--- src/bpu_pkg.sv ---
package bpu_pkg;

    // core widths
    localparam int XLEN       = 32;
    localparam int HIST_WIDTH = 16;

    // direction tables
    localparam int BIMODAL_ENTRIES  = 512;
    localparam int TAGE_ENTRIES     = 256;
    localparam int TAG_WIDTH        = 10;
    localparam int PARTIAL_TAG_BITS = 6;   // upper tag bits compared on lookup

    // target buffer and return stack
    localparam int BTB_ENTRIES   = 256;
    localparam int BTB_TAG_WIDTH = 22;
    localparam int RAS_DEPTH     = 32;
    localparam int RAS_PTR_WIDTH = $clog2(RAS_DEPTH) + 1;   // holds RAS_DEPTH when full

    typedef logic [XLEN-1:0]                    addr_t;
    typedef logic [XLEN-1:0]                    inst_t;
    typedef logic [HIST_WIDTH-1:0]              hist_t;
    typedef logic [1:0]                         ctr_t;
    typedef logic [TAG_WIDTH-1:0]               tage_tag_t;
    typedef logic [BTB_TAG_WIDTH-1:0]           btb_tag_t;
    typedef logic [RAS_PTR_WIDTH-1:0]           ras_ptr_t;
    typedef logic [$clog2(BIMODAL_ENTRIES)-1:0] bim_idx_t;
    typedef logic [$clog2(TAGE_ENTRIES)-1:0]    tage_idx_t;
    typedef logic [$clog2(BTB_ENTRIES)-1:0]     btb_idx_t;
    typedef logic [$clog2(RAS_DEPTH)-1:0]       ras_idx_t;
    typedef logic [6:0]                         opcode_t;
    typedef logic [4:0]                         reg_idx_t;

    // rv32i major opcodes
    localparam opcode_t OPC_BRANCH = 7'b1100011;
    localparam opcode_t OPC_JAL    = 7'b1101111;
    localparam opcode_t OPC_JALR   = 7'b1100111;

    // 2-bit saturating counter states
    localparam ctr_t CTR_STRONG_NT = 2'b00;
    localparam ctr_t CTR_WEAK_NT   = 2'b01;   // bimodal reset value
    localparam ctr_t CTR_WEAK_T    = 2'b10;
    localparam ctr_t CTR_STRONG_T  = 2'b11;

    // link registers, x1 and x5
    localparam reg_idx_t REG_RA = 5'd1;
    localparam reg_idx_t REG_T0 = 5'd5;

endpackage

--- src/bpu_update_if.sv ---
`timescale 1ns/100ps

interface bpu_update_if import bpu_pkg::*; ();

    // execute feedback
    logic  valid;
    logic  taken;
    logic  pdt_true;     // fetch prediction was correct
    addr_t pc;
    addr_t target;
    inst_t inst;
    hist_t history;      // history seen at lookup time

    // pipeline stall, gates stack traffic only
    logic  stall;

    // decode-stage call push
    logic  push_valid;
    addr_t push_data;

    modport src (
        output valid, taken, pdt_true, pc, target, inst, history,
        output stall, push_valid, push_data
    );

    modport tage (input valid, taken, pdt_true, pc, history);

    modport btb (input valid, taken, pc, target);

    modport ras (input valid, taken, inst, stall, push_valid, push_data);

endinterface

--- src/return_addr_stack.sv ---
`timescale 1ns/100ps

module return_addr_stack import bpu_pkg::*; (
    input  logic      clk,
    input  logic      rst,
    bpu_update_if.ras upd,
    output addr_t     top_o,
    output logic      nonempty_o
);

    addr_t    stack [RAS_DEPTH];
    ras_ptr_t sp;          // next free slot
    ras_ptr_t sp_pop;      // pointer after this cycle's pop
    ras_ptr_t sp_next;
    reg_idx_t ex_rs1;
    logic     ex_is_ret;
    logic     do_pop;
    logic     do_push;

    // return retiring in execute, jalr through ra or t0
    assign ex_rs1    = upd.inst[19:15];
    assign ex_is_ret = (upd.inst[6:0] == OPC_JALR) && (ex_rs1 == REG_RA || ex_rs1 == REG_T0);

    // pop first, push lands on the slot the pop freed
    assign do_pop  = upd.valid && upd.taken && ex_is_ret && !upd.stall && (sp != '0);
    assign sp_pop  = do_pop ? sp - ras_ptr_t'(1) : sp;
    assign do_push = upd.push_valid && !upd.stall && (sp_pop < ras_ptr_t'(RAS_DEPTH));
    assign sp_next = do_push ? sp_pop + ras_ptr_t'(1) : sp_pop;

    always_ff @(posedge clk or posedge rst) begin
        if (rst)
            sp <= '0;
        else
            sp <= sp_next;
    end

    always_ff @(posedge clk) begin
        if (do_push)
            stack[ras_idx_t'(sp_pop)] <= upd.push_data;
    end

    // registered top only, no bypass of this cycle's traffic
    assign top_o      = stack[ras_idx_t'(sp - ras_ptr_t'(1))];
    assign nonempty_o = (sp != '0);

endmodule

--- src/flat_wrapper.sv ---
// flat-port wrapper written by rule: the top's interface ports become plain ports
module return_addr_stack_flat import bpu_pkg::*;
  (clk, rst, top_o, nonempty_o, upd_valid, upd_taken, upd_inst, upd_stall, upd_push_valid, upd_push_data);
  bpu_update_if upd_i ();
  input  logic clk;
  input  logic rst;
  output addr_t top_o;
  output logic nonempty_o;
  input wire logic [$bits(upd_i.valid)-1:0] upd_valid;
  input wire logic [$bits(upd_i.taken)-1:0] upd_taken;
  input wire logic [$bits(upd_i.inst)-1:0] upd_inst;
  input wire logic [$bits(upd_i.stall)-1:0] upd_stall;
  input wire logic [$bits(upd_i.push_valid)-1:0] upd_push_valid;
  input wire logic [$bits(upd_i.push_data)-1:0] upd_push_data;
  assign upd_i.valid = upd_valid;
  assign upd_i.taken = upd_taken;
  assign upd_i.inst = upd_inst;
  assign upd_i.stall = upd_stall;
  assign upd_i.push_valid = upd_push_valid;
  assign upd_i.push_data = upd_push_data;
  return_addr_stack u_core (.clk(clk), .rst(rst), .upd(upd_i), .top_o(top_o), .nonempty_o(nonempty_o));
endmodule
--- config.mk ---
export PLATFORM = sky130hd
export DESIGN_NAME = return_addr_stack_flat
export DESIGN_NICKNAME = d
export VERILOG_FILES = /design/src/bpu_pkg.sv /design/src/bpu_update_if.sv /design/src/return_addr_stack.sv /design/src/flat_wrapper.sv
export SDC_FILE = /design/constraint.sdc
export NUM_CORES = 1
export LEC_CHECK = 0
export ABC_AREA = 1
export BUFFER_PORTS_ARGS = -buffer_cell sky130_fd_sc_hd__buf_4
export CAP_MARGIN = 20
export CORE_MARGIN = 10
export CORE_UTILIZATION = 40
export CTS_CLUSTER_DIAMETER = 150
export DETAILED_ROUTE_END_ITERATION = 7
export GPL_TIMING_DRIVEN = 0
export SLEW_MARGIN = 20
export SYNTH_ARGS = -nofsm -noshare
export SYNTH_HDL_FRONTEND = slang
export SYNTH_SLANG_ARGS = --single-unit
export TNS_END_PERCENT = 30
--- constraint.sdc ---
create_clock -name clk -period 11.25 [get_ports clk]
set_input_delay 1.6875 -clock clk [delete_from_list [all_inputs] [get_ports clk]]
set_output_delay 1.6875 -clock clk [all_outputs]
set_load 0.01 [all_outputs]
==> results.json <==
{
  "status": "finished clean",
  "core_sq_um": 100000,
  "cts_tree": "done",
  "drc": 0,
  "synth_simple_gate_area_frac": 0.0869,
  "grt_usage": 0.224,
  "dieArea_sq_um": 114000,
  "slew_headroom": 0.376,
  "finClkSkew_ns": 0.0357,
  "tightest_slew_ns": 0.936,
  "rr_startpoint": "u_core.sp[0]",
  "avgRoutedWirePerCell_um": 28.6,
  "synth.top_cell.area_share": 0.759,
  "maxSlewViolCount": 0,
  "synth_area_leaders": "edfxtp_1 (76%), o21ai_0 (6.3%), nor2_1 (5.2%)",
  "crit_required_ns": 9.56,
  "antenna_found_initial": 11,
  "area_growth_pct": 16.1,
  "fill_cells": 8846,
  "post-route-period-util": 0.666,
  "syn_inst": 2990,
  "initial_core_util": 0.404,
  "hold_viol": 0,
  "cts-resized-gates": 0,
  "die_h_um": 338,
  "wirelength_um": 133000,
  "syn_avg_cell_area_sq_um": 13.6,
  "crit_top_cell": "nand2_1",
  "rows": 116,
  "dp_hpwl_um": 88700,
  "slowest_delay_ns": 0.64,
  "cp-start-kind": "flip-flop",
  "ys_warn_count": 0,
  "reg2regPathDepth": 13,
  "synth.largest_area_cell": "edfxtp_1",
  "htree_levels": 3,
  "min_path_type": "reg -> reg",
  "leakagePower_uw": 0.0150,
  "cts-root-buf": "clkbuf_16",
  "firstDrtPassIters": 7,
  "utilization": 0.469,
  "cpMaxStageDelayCell": "clkbuf_1",
  "cp.arrival_ns": 5.80,
  "grt_pass1_wl_um": 189000,
  "cts.clk_slew.worst_paths_ns": 0.06,
  "antenna_left": 0,
  "nets": 3283,
  "drtIter0Drc": 3724,
  "synth.area.mux_share": 0,
  "port_buffers": 81,
  "min_period_ns": 7.49,
  "synth_seq_cells": 1030,
  "grt_max_degree": 33,
  "maxCapViolCount": 0,
  "cts_inserted_buffers": 103,
  "synth_compound_area_frac": 0.123,
  "grt_pass1_vias": 26300,
  "synth.distinct_cells": 28,
  "rsz0062_at_grt": "false",
  "ys_seq_area_frac": 0.762,
  "detail_route.vias_per_cell": 5.90,
  "crit_end": "top_o[25]",
  "ctsHoldBuffers": 0,
  "place_area_sq_um": 43900,
  "yosys.area_share.xor_xnor": 0.00182,
  "clock_sinks": 1030,
  "post-cts-setup-buffers": 0,
  "routabilityCongestion": 0.979,
  "finalSetupViolations": 0,
  "max_freq_mhz": 134,
  "clk_latency_ns": 0.68,
  "final_cell_mix": "edfxtp_1 (1,024), nor2_1 (533), o21ai_0 (513), o221ai_1 (222), nand2_1 (214)",
  "syn-num-nets": 3065,
  "die_x_um": 338,
  "routed-via-count": 27400,
  "final_area_sq_um": 47100,
  "holdWs_ns": 0.648,
  "setup_tns_ns": 0,
  "endpoint_kind": "output port",
  "grt_overflow": 0,
  "power_density_nw_per_um2": 320,
  "ioPinCount": 103,
  "crit_start": "u_core.sp[0]",
  "ff2ff_setup_slack_ns": 5.77,
  "path_cells": "buf_4 -> inv_4 -> buf_2 -> buf_2 -> ha_1 -> inv_1 -> clkbuf_1 -> clkbuf_1 -> o21ai_0 -> o221ai_1 -> nand3_1 -> nand2_1 -> nand2_1 -> nand2_1 -> buf_4",
  "cts_max_path_buffers": 3,
  "syn_area_sq_um": 40500,
  "r2r_end": "u_core.stack[10][20]",
  "crit_type": "reg -> out",
  "synthAdderAreaFrac": 0.00154,
  "crit_fanout": 10,
  "ir_drop_uv": 250,
  "final_common_cell": "edfxtp_1",
  "synth_top_family_by_area": "compound AO/OA/AOI/OAI gates",
  "layout-drive-gt1-share": 0.104
}
power by group:
part / internal [uW] / switching (uW)
Combinational: 1870 / 5560
Sequential: 4320 / 27.4
Clock: 1840 / 1460
Total: 8030 / 7050
state kept, by name, summed over array words and instances, names as in the netlist:
register	flops
u_core.sp	6
u_core.stack	1024
logic make-up after synthesis:
kind of cell | count (synthesis)
DFF | 1030
xor gates and xnor gates | 5
adders and majority gates | 5
AOI/OAI and AO/OA | 804
buffers and inverters | 251
and+or+nand+nor | 895
worst max-delay path: cells and delay by family, from the launching register on:
kind | cells | cell delay (ns)
buffers and inverters | 8 | 3.02
and+or+nand+nor | 4 | 0.79
adders and majority gates | 1 | 0.42
DFF | 1 | 0.42
AOI/OAI and AO/OA | 2 | 0.44
area by class of cell:
type | instances | area, sq um | area share
flip-flops and latches | 1030 | 30900 | 0.657
multi-input cells | 1709 | 8870 | 0.189
clock buffers | 123 | 2700 | 0.0573
well taps | 1357 | 1700 | 0.0361
repair buffers | 113 | 1400 | 0.0297
plain buffers | 216 | 870 | 0.0185
clock inverters | 65 | 478 | 0.0102
inverters | 35 | 134 | 0.00285
diodes | 1 | 2.50 | 0.0000532
per-stage QoR:
stage | cells | worst slack (ns) | total power (uW)
global placement | 4428 | 4.20 | 11500
finish | 4649 | 3.76 | 15100
CTS | 4648 | 3.76 | 14900
detailed placement | 4460 | 4.49 | 11600
global route | 4648 | 3.63 | 15600
floorplan | 2990 | 6.67 | 8040
per-layer routing:
layer | up-vias | track usage | routed length [um] | share of wire
met5 | - | 0 | 11 | 0.000083
met4 | 2 | 0.0877 | 5550 | 0.042
met3 | 275 | 0.0479 | 13200 | 0.099
met2 | 1457 | 0.346 | 60800 | 0.46
met1 | 13900 | 0.307 | 53600 | 0.40
li1 | 11800 | - | - | -
worst min path at each step:
| stage | startpoint | endpoint | slack [ns] | cells past startpoint |
|---|---|---|---|---|
| 2_1_floorplan | u_core.sp[5] | u_core.sp[5] | 0.58 | 4 |
| 3_3_place_gp | u_core.sp[5] | u_core.sp[5] | 0.63 | 4 |
| 3_5_place_dp | u_core.sp[5] | u_core.sp[5] | 0.64 | 4 |
| 4_1_cts | u_core.sp[5] | u_core.sp[5] | 0.65 | 4 |
| 5_1_grt | u_core.sp[5] | u_core.sp[5] | 0.72 | 4 |
| 6_report | u_core.sp[5] | u_core.sp[5] | 0.65 | 4 |
cells in the mapped netlist (all sizes together):
cell type  number
buf            56
nand2         214
clkbuf        160
nor2b           1
o211ai         32
dfrtp           6
inv            35
nand3         108
o21ai         515
o221ai        222
o22ai          33
nand4           4
nand3b          1
edfxtp       1024
a21oi           2
ha              5
xor2            3
nor2          567
xnor2           2
No activity file was read; power rests on OpenSTA's default activity.
