File: src/bpu_pkg.sv
package bpu_pkg;

    // core widths
    localparam int XLEN       = 32;
    localparam int HIST_WIDTH = 16;

    // direction tables
    localparam int BIMODAL_ENTRIES  = 512;
    localparam int TAGE_ENTRIES     = 256;
    localparam int TAG_WIDTH        = 10;
    localparam int PARTIAL_TAG_BITS = 6;   // upper tag bits compared on lookup

    // target buffer and return stack
    localparam int BTB_ENTRIES   = 256;
    localparam int BTB_TAG_WIDTH = 22;
    localparam int RAS_DEPTH     = 32;
    localparam int RAS_PTR_WIDTH = $clog2(RAS_DEPTH) + 1;   // holds RAS_DEPTH when full

    typedef logic [XLEN-1:0]                    addr_t;
    typedef logic [XLEN-1:0]                    inst_t;
    typedef logic [HIST_WIDTH-1:0]              hist_t;
    typedef logic [1:0]                         ctr_t;
    typedef logic [TAG_WIDTH-1:0]               tage_tag_t;
    typedef logic [BTB_TAG_WIDTH-1:0]           btb_tag_t;
    typedef logic [RAS_PTR_WIDTH-1:0]           ras_ptr_t;
    typedef logic [$clog2(BIMODAL_ENTRIES)-1:0] bim_idx_t;
    typedef logic [$clog2(TAGE_ENTRIES)-1:0]    tage_idx_t;
    typedef logic [$clog2(BTB_ENTRIES)-1:0]     btb_idx_t;
    typedef logic [$clog2(RAS_DEPTH)-1:0]       ras_idx_t;
    typedef logic [6:0]                         opcode_t;
    typedef logic [4:0]                         reg_idx_t;

    // rv32i major opcodes
    localparam opcode_t OPC_BRANCH = 7'b1100011;
    localparam opcode_t OPC_JAL    = 7'b1101111;
    localparam opcode_t OPC_JALR   = 7'b1100111;

    // 2-bit saturating counter states
    localparam ctr_t CTR_STRONG_NT = 2'b00;
    localparam ctr_t CTR_WEAK_NT   = 2'b01;   // bimodal reset value
    localparam ctr_t CTR_WEAK_T    = 2'b10;
    localparam ctr_t CTR_STRONG_T  = 2'b11;

    // link registers, x1 and x5
    localparam reg_idx_t REG_RA = 5'd1;
    localparam reg_idx_t REG_T0 = 5'd5;

endpackage

File: src/next_pc_select.sv
`timescale 1ns/100ps

module next_pc_select import bpu_pkg::*; (
    input  addr_t pc_i,
    input  inst_t inst_i,
    input  logic  pred_taken_i,
    input  logic  btb_hit_i,
    input  addr_t btb_target_i,
    input  addr_t ras_top_i,
    input  logic  ras_nonempty_i,
    output logic  branch_o,
    output logic  taken_o,
    output addr_t next_pc_o
);

    opcode_t  opcode;
    reg_idx_t rd;
    reg_idx_t rs1;
    logic     is_branch;
    logic     is_jal;
    logic     is_jalr;
    logic     is_ret;
    addr_t    pc_plus4;
    addr_t    imm_j;
    addr_t    imm_b;

    assign opcode = inst_i[6:0];
    assign rd     = inst_i[11:7];
    assign rs1    = inst_i[19:15];

    assign is_branch = (opcode == OPC_BRANCH);
    assign is_jal    = (opcode == OPC_JAL);
    assign is_jalr   = (opcode == OPC_JALR);

    // jalr x0, 0(ra) or 0(t0)
    assign is_ret = is_jalr && (rd == '0) && (rs1 == REG_RA || rs1 == REG_T0)
                    && (inst_i[31:20] == 12'h000);

    assign pc_plus4 = pc_i + 32'd4;
    assign imm_j = {{12{inst_i[31]}}, inst_i[19:12], inst_i[20], inst_i[30:21], 1'b0};
    assign imm_b = {{20{inst_i[31]}}, inst_i[7], inst_i[30:25], inst_i[11:8], 1'b0};

    always_comb begin
        branch_o  = 1'b0;
        taken_o   = 1'b0;
        next_pc_o = pc_plus4;
        if (is_branch || is_jal || is_jalr) begin
            branch_o = 1'b1;
            if (is_ret) begin
                // empty stack falls through as not taken
                if (ras_nonempty_i) begin
                    taken_o   = 1'b1;
                    next_pc_o = ras_top_i;
                end
            end else if (is_jal) begin
                taken_o   = 1'b1;
                next_pc_o = btb_hit_i ? btb_target_i : pc_i + imm_j;
            end else begin
                taken_o = pred_taken_i;   // conditional or indirect jalr
                if (pred_taken_i) begin
                    if (btb_hit_i)
                        next_pc_o = btb_target_i;
                    else if (is_branch)
                        next_pc_o = pc_i + imm_b;
                end
            end
        end
    end

endmodule

File: config.mk
export PLATFORM = sky130hd
export DESIGN_NAME = next_pc_select
export DESIGN_NICKNAME = d
export VERILOG_FILES = /design/src/bpu_pkg.sv /design/src/next_pc_select.sv
export SDC_FILE = /design/constraint.sdc
export NUM_CORES = 1
export LEC_CHECK = 0
export ABC_AREA = 1
export ABC_CLOCK_PERIOD_IN_PS = 2920
export BUFFER_PORTS_ARGS = -buffer_cell sky130_fd_sc_hd__buf_2
export CAP_MARGIN = 0
export CORE_MARGIN = 2
export CORE_UTILIZATION = 58
export DETAILED_ROUTE_END_ITERATION = 8
export PLACE_DENSITY = 0.89
export SLEW_MARGIN = 30
export SYNTH_ARGS = -nofsm -noshare
export SYNTH_HDL_FRONTEND = slang
export SYNTH_SLANG_ARGS = --single-unit
File: constraint.sdc
create_clock -name vclk -period 2.92
set_input_delay 0.438 -clock vclk [all_inputs]
set_output_delay 0.438 -clock vclk [all_outputs]
set_load 0.02 [all_outputs]
==> run metrics, run 1 <==
Seq/Total Area, Yosys 0; Die H 115 µm; Stopped at global routing (5_1_grt); Yosys top cell by area nand2_1; Synth Cell Area 7210 µm²; Die W approximately 120 µm; GRT worst endpoint next_pc_o[31]; synth warn 0; Initial Util 0.597; share of the synthesized area in the top cell type 0.271; Post-DP Area 9480 µm²; GRT Total Usage 0.764; library cells used by synthesis between 50 and 60; Cells after Synth 1505; pre-CTS worst setup slack -0.275 ns; num rows 40; IO Pins between 150 and 200; outcome aborted with a tool error; Run Error [ERROR GRT-0232] Routing congestion too high. Check the congestion heatmap in the GUI.; Area contributors post-synth nand2_1 (27%), inv_1 (12%), nand3_1 (8.8%); largest net degree at the start of global routing 40; Placer Congestion 1.08; post-DP HPWL 27100 µm; Mapped Nets about 1700; I/O Buffers 165; syn avg cell area 4.79 µm²; hold buffers post-CTS 0; WEP type output port; grt ovf 13
[synthesized netlist by cell type (all sizes together), types with 9 or more instances]
master,count
nand2,531
inv,232
nor2,179
nand3,128
a21oi,115
o21ai,81
ha,44
nand4,25
nor3,24
clkbuf,23
nand3b,19
buf,16
xor2,13
o21a,12
o211ai,10
o21bai,9
xnor2,9
[stage by stage]
stage,instances,utilization
2_1_floorplan,1505,-
3_5_place_dp,1977,0.786
4_1_cts,1979,0.822
3_3_place_gp,1977,0.786
[layer usage]
metal / GRT overflow / track usage
met2: 3 / 0.933
met3: 0 / 0.572
met5: 0 / 0.278
met4: 10 / 0.779
met1: 0 / 0.779
[timing repair]
item / CTS
endpoints found under the setup margin: 25
resized for setup: 84
setup buffers: 2
pin swaps: 11
[cell families after synthesis]
family	share of synthesized area
compound gates	0.189
xor+xnor	0.0288
fa+ha+maj	0.0820
buf+inv	0.147
simple gates	0.553
==> inputs of run 2 (changes only) <==
- CORE_UTILIZATION: 58 -> 40
- PLACE_DENSITY: 0.89 -> not set
- PLACE_DENSITY_LB_ADDON: not set -> 0.15
==> run metrics, run 2 <==
outcome completed (was aborted with a tool error); Die H 138 µm (was 115 µm); WP data required 2.48 ns; maximum clock frequency 345 MHz; Final min period 2.90 ns; leakage power total 6.15 nW; Final #Nets 2026; num rows 49 (was 40); # setup viols final 0; Fillers roughly 1700; Vias 11200; pre-CTS worst setup slack -0.285 ns (was -0.275 ns); xor/xnor share of the synthesized area 0.0288 (unchanged); Cells after Synth 1505 (unchanged); hold buffers post-CTS 0 (unchanged); Area contributors post-synth nand2_1 (27%), inv_1 (12%), nand3_1 (8.8%) (unchanged); Yosys top cell by area nand2_1 (unchanged); CLK BUF 0; Power per Cell Area 182 nW/µm²; Setup crit start kind input pin; library cells used by synthesis 54 (unchanged); grt ovf 0; Initial Util 0.404 (was 0.597); Rel. slew slack 0.645; compound-cell area share of the yosys netlist 0.189 (unchanged); mux contribution to synthesized area 0 (unchanged); sum of negative setup slack 0 ns; initial antenna violation count 0; WP data arrival approximately 2.5 ns; Worst setup startpoint inst_i[31]; Final Util 0.670; crit-path leading delay family simple AND/OR/NAND/NOR gates; syn avg cell area 4.79 µm² (unchanged); Levels on crit path 17; DIE AREA 19100 µm²; Synth Cell Area 7210 µm² (unchanged); min-delay worst type in -> out; Layout Cells excl Fill 2076; CP max FO 13; Inst Count DP 2062 (was 1977); FFs & Latches 0; antenna cells 0; Post-DP Area 9720 µm² (was 9480 µm²); post-DP HPWL 29700 µm (was 27100 µm); Tcrit/Tclk final 0.994; core area between 15000 and 20000 µm²; CP Capture Type output port; largest family of logic cells by synthesized area simple AND/OR/NAND/NOR gates (unchanged); GRT Total Usage 0.353; Die W 138 µm (was 115 µm); IO Pins 165 (unchanged); area of the multi-input gates 8070 µm²; largest net degree at the start of global routing 43; Seq/Total Area, Yosys 0 (unchanged); simple-gate share of the synthesized area 0.553 (unchanged); register area 0 µm²; layout cells sized above 1 0.426; Detailed Routing Iterations Pass 1 5; synth warn 0 (unchanged); Post-synth top cells nand2_1 (521), inv_1 (226), nor2_1 (165), nand3_1 (126), a21oi_1 (114) (unchanged); RSZ-0062 raised after global routing yes; area delta synth->final 65.9%; # DRC 0; final instance area 12000 µm²; Hold Vio Cnt, Final 0; most frequent cells in the layout nand2_1 (406), buf_4 (218), inv_1 (208); Slew @ Worst Pin approximately 0.53 ns; vias in the first global route 10100; overall power between 2 and 2.5 mW; Via density 5.41; initial DRC count ~900; I/O Buffers 165 (unchanged); crit path to next_pc_o[14]; drt wl/cell 17.7 µm; first-pass GRT wire length approximately 54000 µm; slowest CP cell ha_4; commonest non-fill, non-tap cell in the layout nand2_1; worst vdd ir 0.000134 V; Slowest Stage Delay on Critical Path 0.26 ns; crit-path cells buf_12, buf_8, ha_4, nand2_4, inv_1, nand2_1, nand2_2, a21oi_2, nand2_2, buf_6, xnor2_2, nand2_2, nand3_2, nand2_1, nand2_1, a21oi_2, buf_4; Mapped Nets 1682 (unchanged); WP buf/inv 5; Antenna Violating Nets Remaining 0; maximum capacitance violations 0; Placer Congestion 1.02 (was 1.08); Max Slew Vio Count 0; Post-Synth Adder-Cell Area 0.0820 (unchanged); Setup CP Type in -> out; hold slack 1.24 ns; share of the synthesized area in the top cell type 0.271 (unchanged); Post-Route WL around 37000 µm; setup ws final 0.0184 ns; top-count cell post-synth nand2_1 (unchanged)
==> run 2: report_power, final <==
| part | switching [mW] | internal, mW | total, mW | leakage [nW] |
|---|---|---|---|---|
| clock | 0 | 0 | 0 | 0 |
| sequential | 0 | 0 | 0 | 0 |
| combinational | 1.27 | 0.911 | 2.18 | 6.15 |
| total | 1.27 | 0.911 | 2.18 | 6.15 |
==> run 2: routing by layer <==
metal	up-vias	GRT usage	part of all wire
met3	50	0.0378	0.081
met1	5134	0.526	0.46
met4	0	0.0752	0.024
met5	-	0	0
met2	536	0.547	0.43
li1	5514	-	-
==> run 2: how the worst min path moves through the flow <==
stage                     slack [ns]  cells after the start    start      endpoint
after global routing            1.26                      3  pc_i[0]  next_pc_o[0]
after floorplan                 1.02                      1  pc_i[2]  next_pc_o[2]
after global placement          1.22                      3  pc_i[0]  next_pc_o[0]
after CTS                       1.23                      3  pc_i[0]  next_pc_o[0]
after detailed placement        1.23                      3  pc_i[0]  next_pc_o[0]
final                           1.24                      3  pc_i[0]  next_pc_o[0]
==> run 2: kinds of logic after synthesis <==
logic type	Yosys count
xor+xnor	22
compound gates	245
buf+inv	274
fa+ha+maj	46
simple gates	918
==> run 2: layout make-up <==
class	count	share of cell area
inverters	235	0.0750
repair buffers	381	0.226
multi-input cells	1231	0.675
well taps	229	0.0240
==> run 2: what timing repair did <==
action,CTS,global route
endpoints found under the setup margin,28,29
pin swaps,18,97
buffers inserted,0,18
resized for setup,152,362
(Power assumes the default switching activity.)
==> inputs of run 3 (changes only) <==
- ABC_AREA: 1 -> 0
- SLEW_MARGIN: 30 -> 0
==> run metrics, run 3 <==
CP max FO 3 (was 13); outcome finished with violations (was completed); largest net degree at the start of global routing 29 (was 43); sum of negative setup slack -8.29 ns (was 0 ns); Max Slew Vio Count 0 (unchanged); Final min period 3.45 ns (was 2.90 ns); Switching Share 0.532 (was 0.582); core area 13100 µm² (was 17800 µm²); layout cells sized above 1 0.489 (was 0.426); CP Capture Type output port (unchanged); Antenna Violating Nets Remaining 0 (unchanged); worst vdd ir 0.000125 V (was 0.000134 V); Slowest Stage Delay on Critical Path 0.45 ns (was 0.26 ns); first-pass GRT wire length 44500 µm (was 54400 µm); num rows 42 (was 49); area delta synth->final 82.5% (was 65.9%); Area contributors post-synth ha_1 (10%), a21oi_1 (8.1%), nand2_1 (7.3%) (was nand2_1 (27%), inv_1 (12%), nand3_1 (8.8%)); vias in the first global route 8339 (was 10100); most frequent cells in the layout buf_4 (314), buf_2 (134), nand2_1 (95) (was nand2_1 (406), buf_4 (218), inv_1 (208)); Post-DP Area 8520 µm² (was 9720 µm²); Initial Util 0.405 (was 0.404); Setup crit start kind input pin (unchanged); Die H 119 µm (was 138 µm); I/O Buffers 165 (unchanged); WP data required 2.48 ns (about the same); RSZ-0062 raised after global routing yes (unchanged); Internal 843 µW (was 911 µW); Power per Cell Area 186 nW/µm² (was 182 nW/µm²); min-delay worst type in -> out (unchanged); pre-CTS worst setup slack -0.726 ns (was -0.285 ns); leakage power total 4.39 nW (was 6.15 nW); Hold Vio Cnt, Final 0 (unchanged); initial antenna violation count 0 (unchanged); final instance area 9710 µm² (was 12000 µm²); crit-path leading delay family compound AO/OA/AOI/OAI gates (was simple AND/OR/NAND/NOR gates); WP buf/inv 4 (was 5); # setup viols final 28 (was 0); Hold Startpoint ras_top_i[29] (was pc_i[0]); synth warn 0 (unchanged); top-count cell post-synth nand2_1 (unchanged); Die W 119 µm (was 138 µm); overall power 1.80 mW (was 2.18 mW); FFs & Latches 0 (unchanged); failing checks negative setup slack; Vias 8858 (was 11200); maximum clock frequency 290 MHz (was 345 MHz); Placer Congestion 1.01 (was 1.02); setup ws final -0.526 ns (was 0.0184 ns); Slew @ Worst Pin 0.694 ns (was 0.527 ns); Switching Power 958 µW (was 1.27 mW); share of the synthesized area in the top cell type 0.104 (was 0.271); clock power share 0 (about the same); Comb power frac 1.000 (about the same); Mapped Nets 1036 (was 1682); library cells used by synthesis 76 (was 54); Synth Cell Area 5320 µm² (was 7210 µm²); Setup CP Type in -> out (unchanged); CLK BUF 0 (unchanged); IO Pins 165 (unchanged); initial DRC count 964 (was 925); Rel. slew slack 0.536 (was 0.645); DIE AREA 14200 µm² (was 19100 µm²); Post-synth top cells nand2_1 (104), nor2_1 (99), a21oi_1 (86), o21ai_0 (68), ha_1 (44) (was nand2_1 (521), inv_1 (226), nor2_1 (165), nand3_1 (126), a21oi_1 (114)); part of the power in registers 0 (about the same); maximum capacitance violations 0 (unchanged); Cells after Synth 859 (was 1505); syn avg cell area 6.19 µm² (was 4.79 µm²); grt ovf 0 (unchanged); antenna cells 0 (unchanged); register area 0 µm² (unchanged); WP data arrival 3.01 ns (was 2.46 ns); Via density 6.03 (was 5.41); post-DP HPWL 23600 µm (was 29700 µm); commonest non-fill, non-tap cell in the layout buf_4 (was nand2_1); crit-path cells buf_8, buf_6, ha_4, inv_2, fa_2, nand2b_4, a21oi_4, o21ai_2, a2111o_1, nand3b_4, a31oi_4, mux2i_1, a2111o_1, nand2_2, buf_6 (was buf_12, buf_8, ha_4, nand2_4, inv_1, nand2_1, nand2_2, a21oi_2, nand2_2, buf_6, xnor2_2, nand2_2, nand3_2, nand2_1, nand2_1, a21oi_2, buf_4); Worst setup startpoint pc_i[1] (was inst_i[31]); Yosys top cell by area ha_1 (was nand2_1); drt wl/cell 19.9 µm (was 17.7 µm); GRT Total Usage 0.392 (was 0.353); Seq/Total Area, Yosys 0 (unchanged); slowest CP cell a2111o_1 (was ha_4); Detailed Routing Iterations Pass 1 5 (unchanged); Final #Nets 1472 (was 2026); # DRC 0 (unchanged); Tcrit/Tclk final 1.18 (was 0.994); Post-Route WL 29300 µm (was 36700 µm)
[run 3: cell count changes after synthesis, moves of 17 or more]
cell      delta
nand2_1    -417
xnor2_1     +30
a21oi_1     -28
xor2_1      +17
nor2_1      -66
nand3_1     -91
inv_1      -208
nand3b_1    -18
[run 3: metrics by stage]
step | instances | util | hold slack, ns
after CTS | 1464 | 0.704 | 1.21
after floorplan | 859 | - | 1.03
after global placement | 1451 | 0.648 | 1.20
after global routing | 1469 | 0.739 | 1.23
final | 1469 | 0.739 | 1.21
after detailed placement | 1451 | 0.648 | 1.21
[run 3: final timing paths]
kind / to / depth (start not counted)
min: next_pc_o[29] / 4
max: next_pc_o[29] / 15
[run 3: layout make-up]
class / instances / area, µm²
Fill cell: 1093 / 3430
Inverter: 19 / 71.3
Multi-Input combinational cell: 792 / 5970
Tap cell: 176 / 220
Timing Repair Buffer: 482 / 3440
[run 3: layer usage]
metal / share of wire / routed length [µm] / vias to the layer above / global-route usage
met4: 0.034 / 1000 / 0 / 0.101
li1: - / - / 4135 / -
met2: 0.44 / 12800 / 552 / 0.622
met3: 0.11 / 3330 / 84 / 0.0738
met1: 0.41 / 12100 / 4087 / 0.544
met5: 0 / 0 / - / 0
[run 3: cell families after synthesis]
logic type                 synth area share
adders and majority gates             0.111
muxes                                0.0169
AOI/OAI and AO/OA                     0.392
buffers and inverters                0.0536
xor gates and xnor gates              0.110
and+or+nand+nor                       0.316
[run 3: power groups by stage]
stage                     clock network, mW  logic [mW]  registers [mW]
after global placement                    0        1.49               0
after global routing                      0        1.92               0
after detailed placement                  0        1.50               0
after floorplan                           0       0.752               0
after CTS                                 0        1.65               0
final                                     0        1.80               0
[run 3: repair_timing]
action,in CTS,in global routing
setup buffers,14,6
resized for setup,145,93
hold buffers,0,0
pin swaps,44,39
setup endpoints to repair,33,33
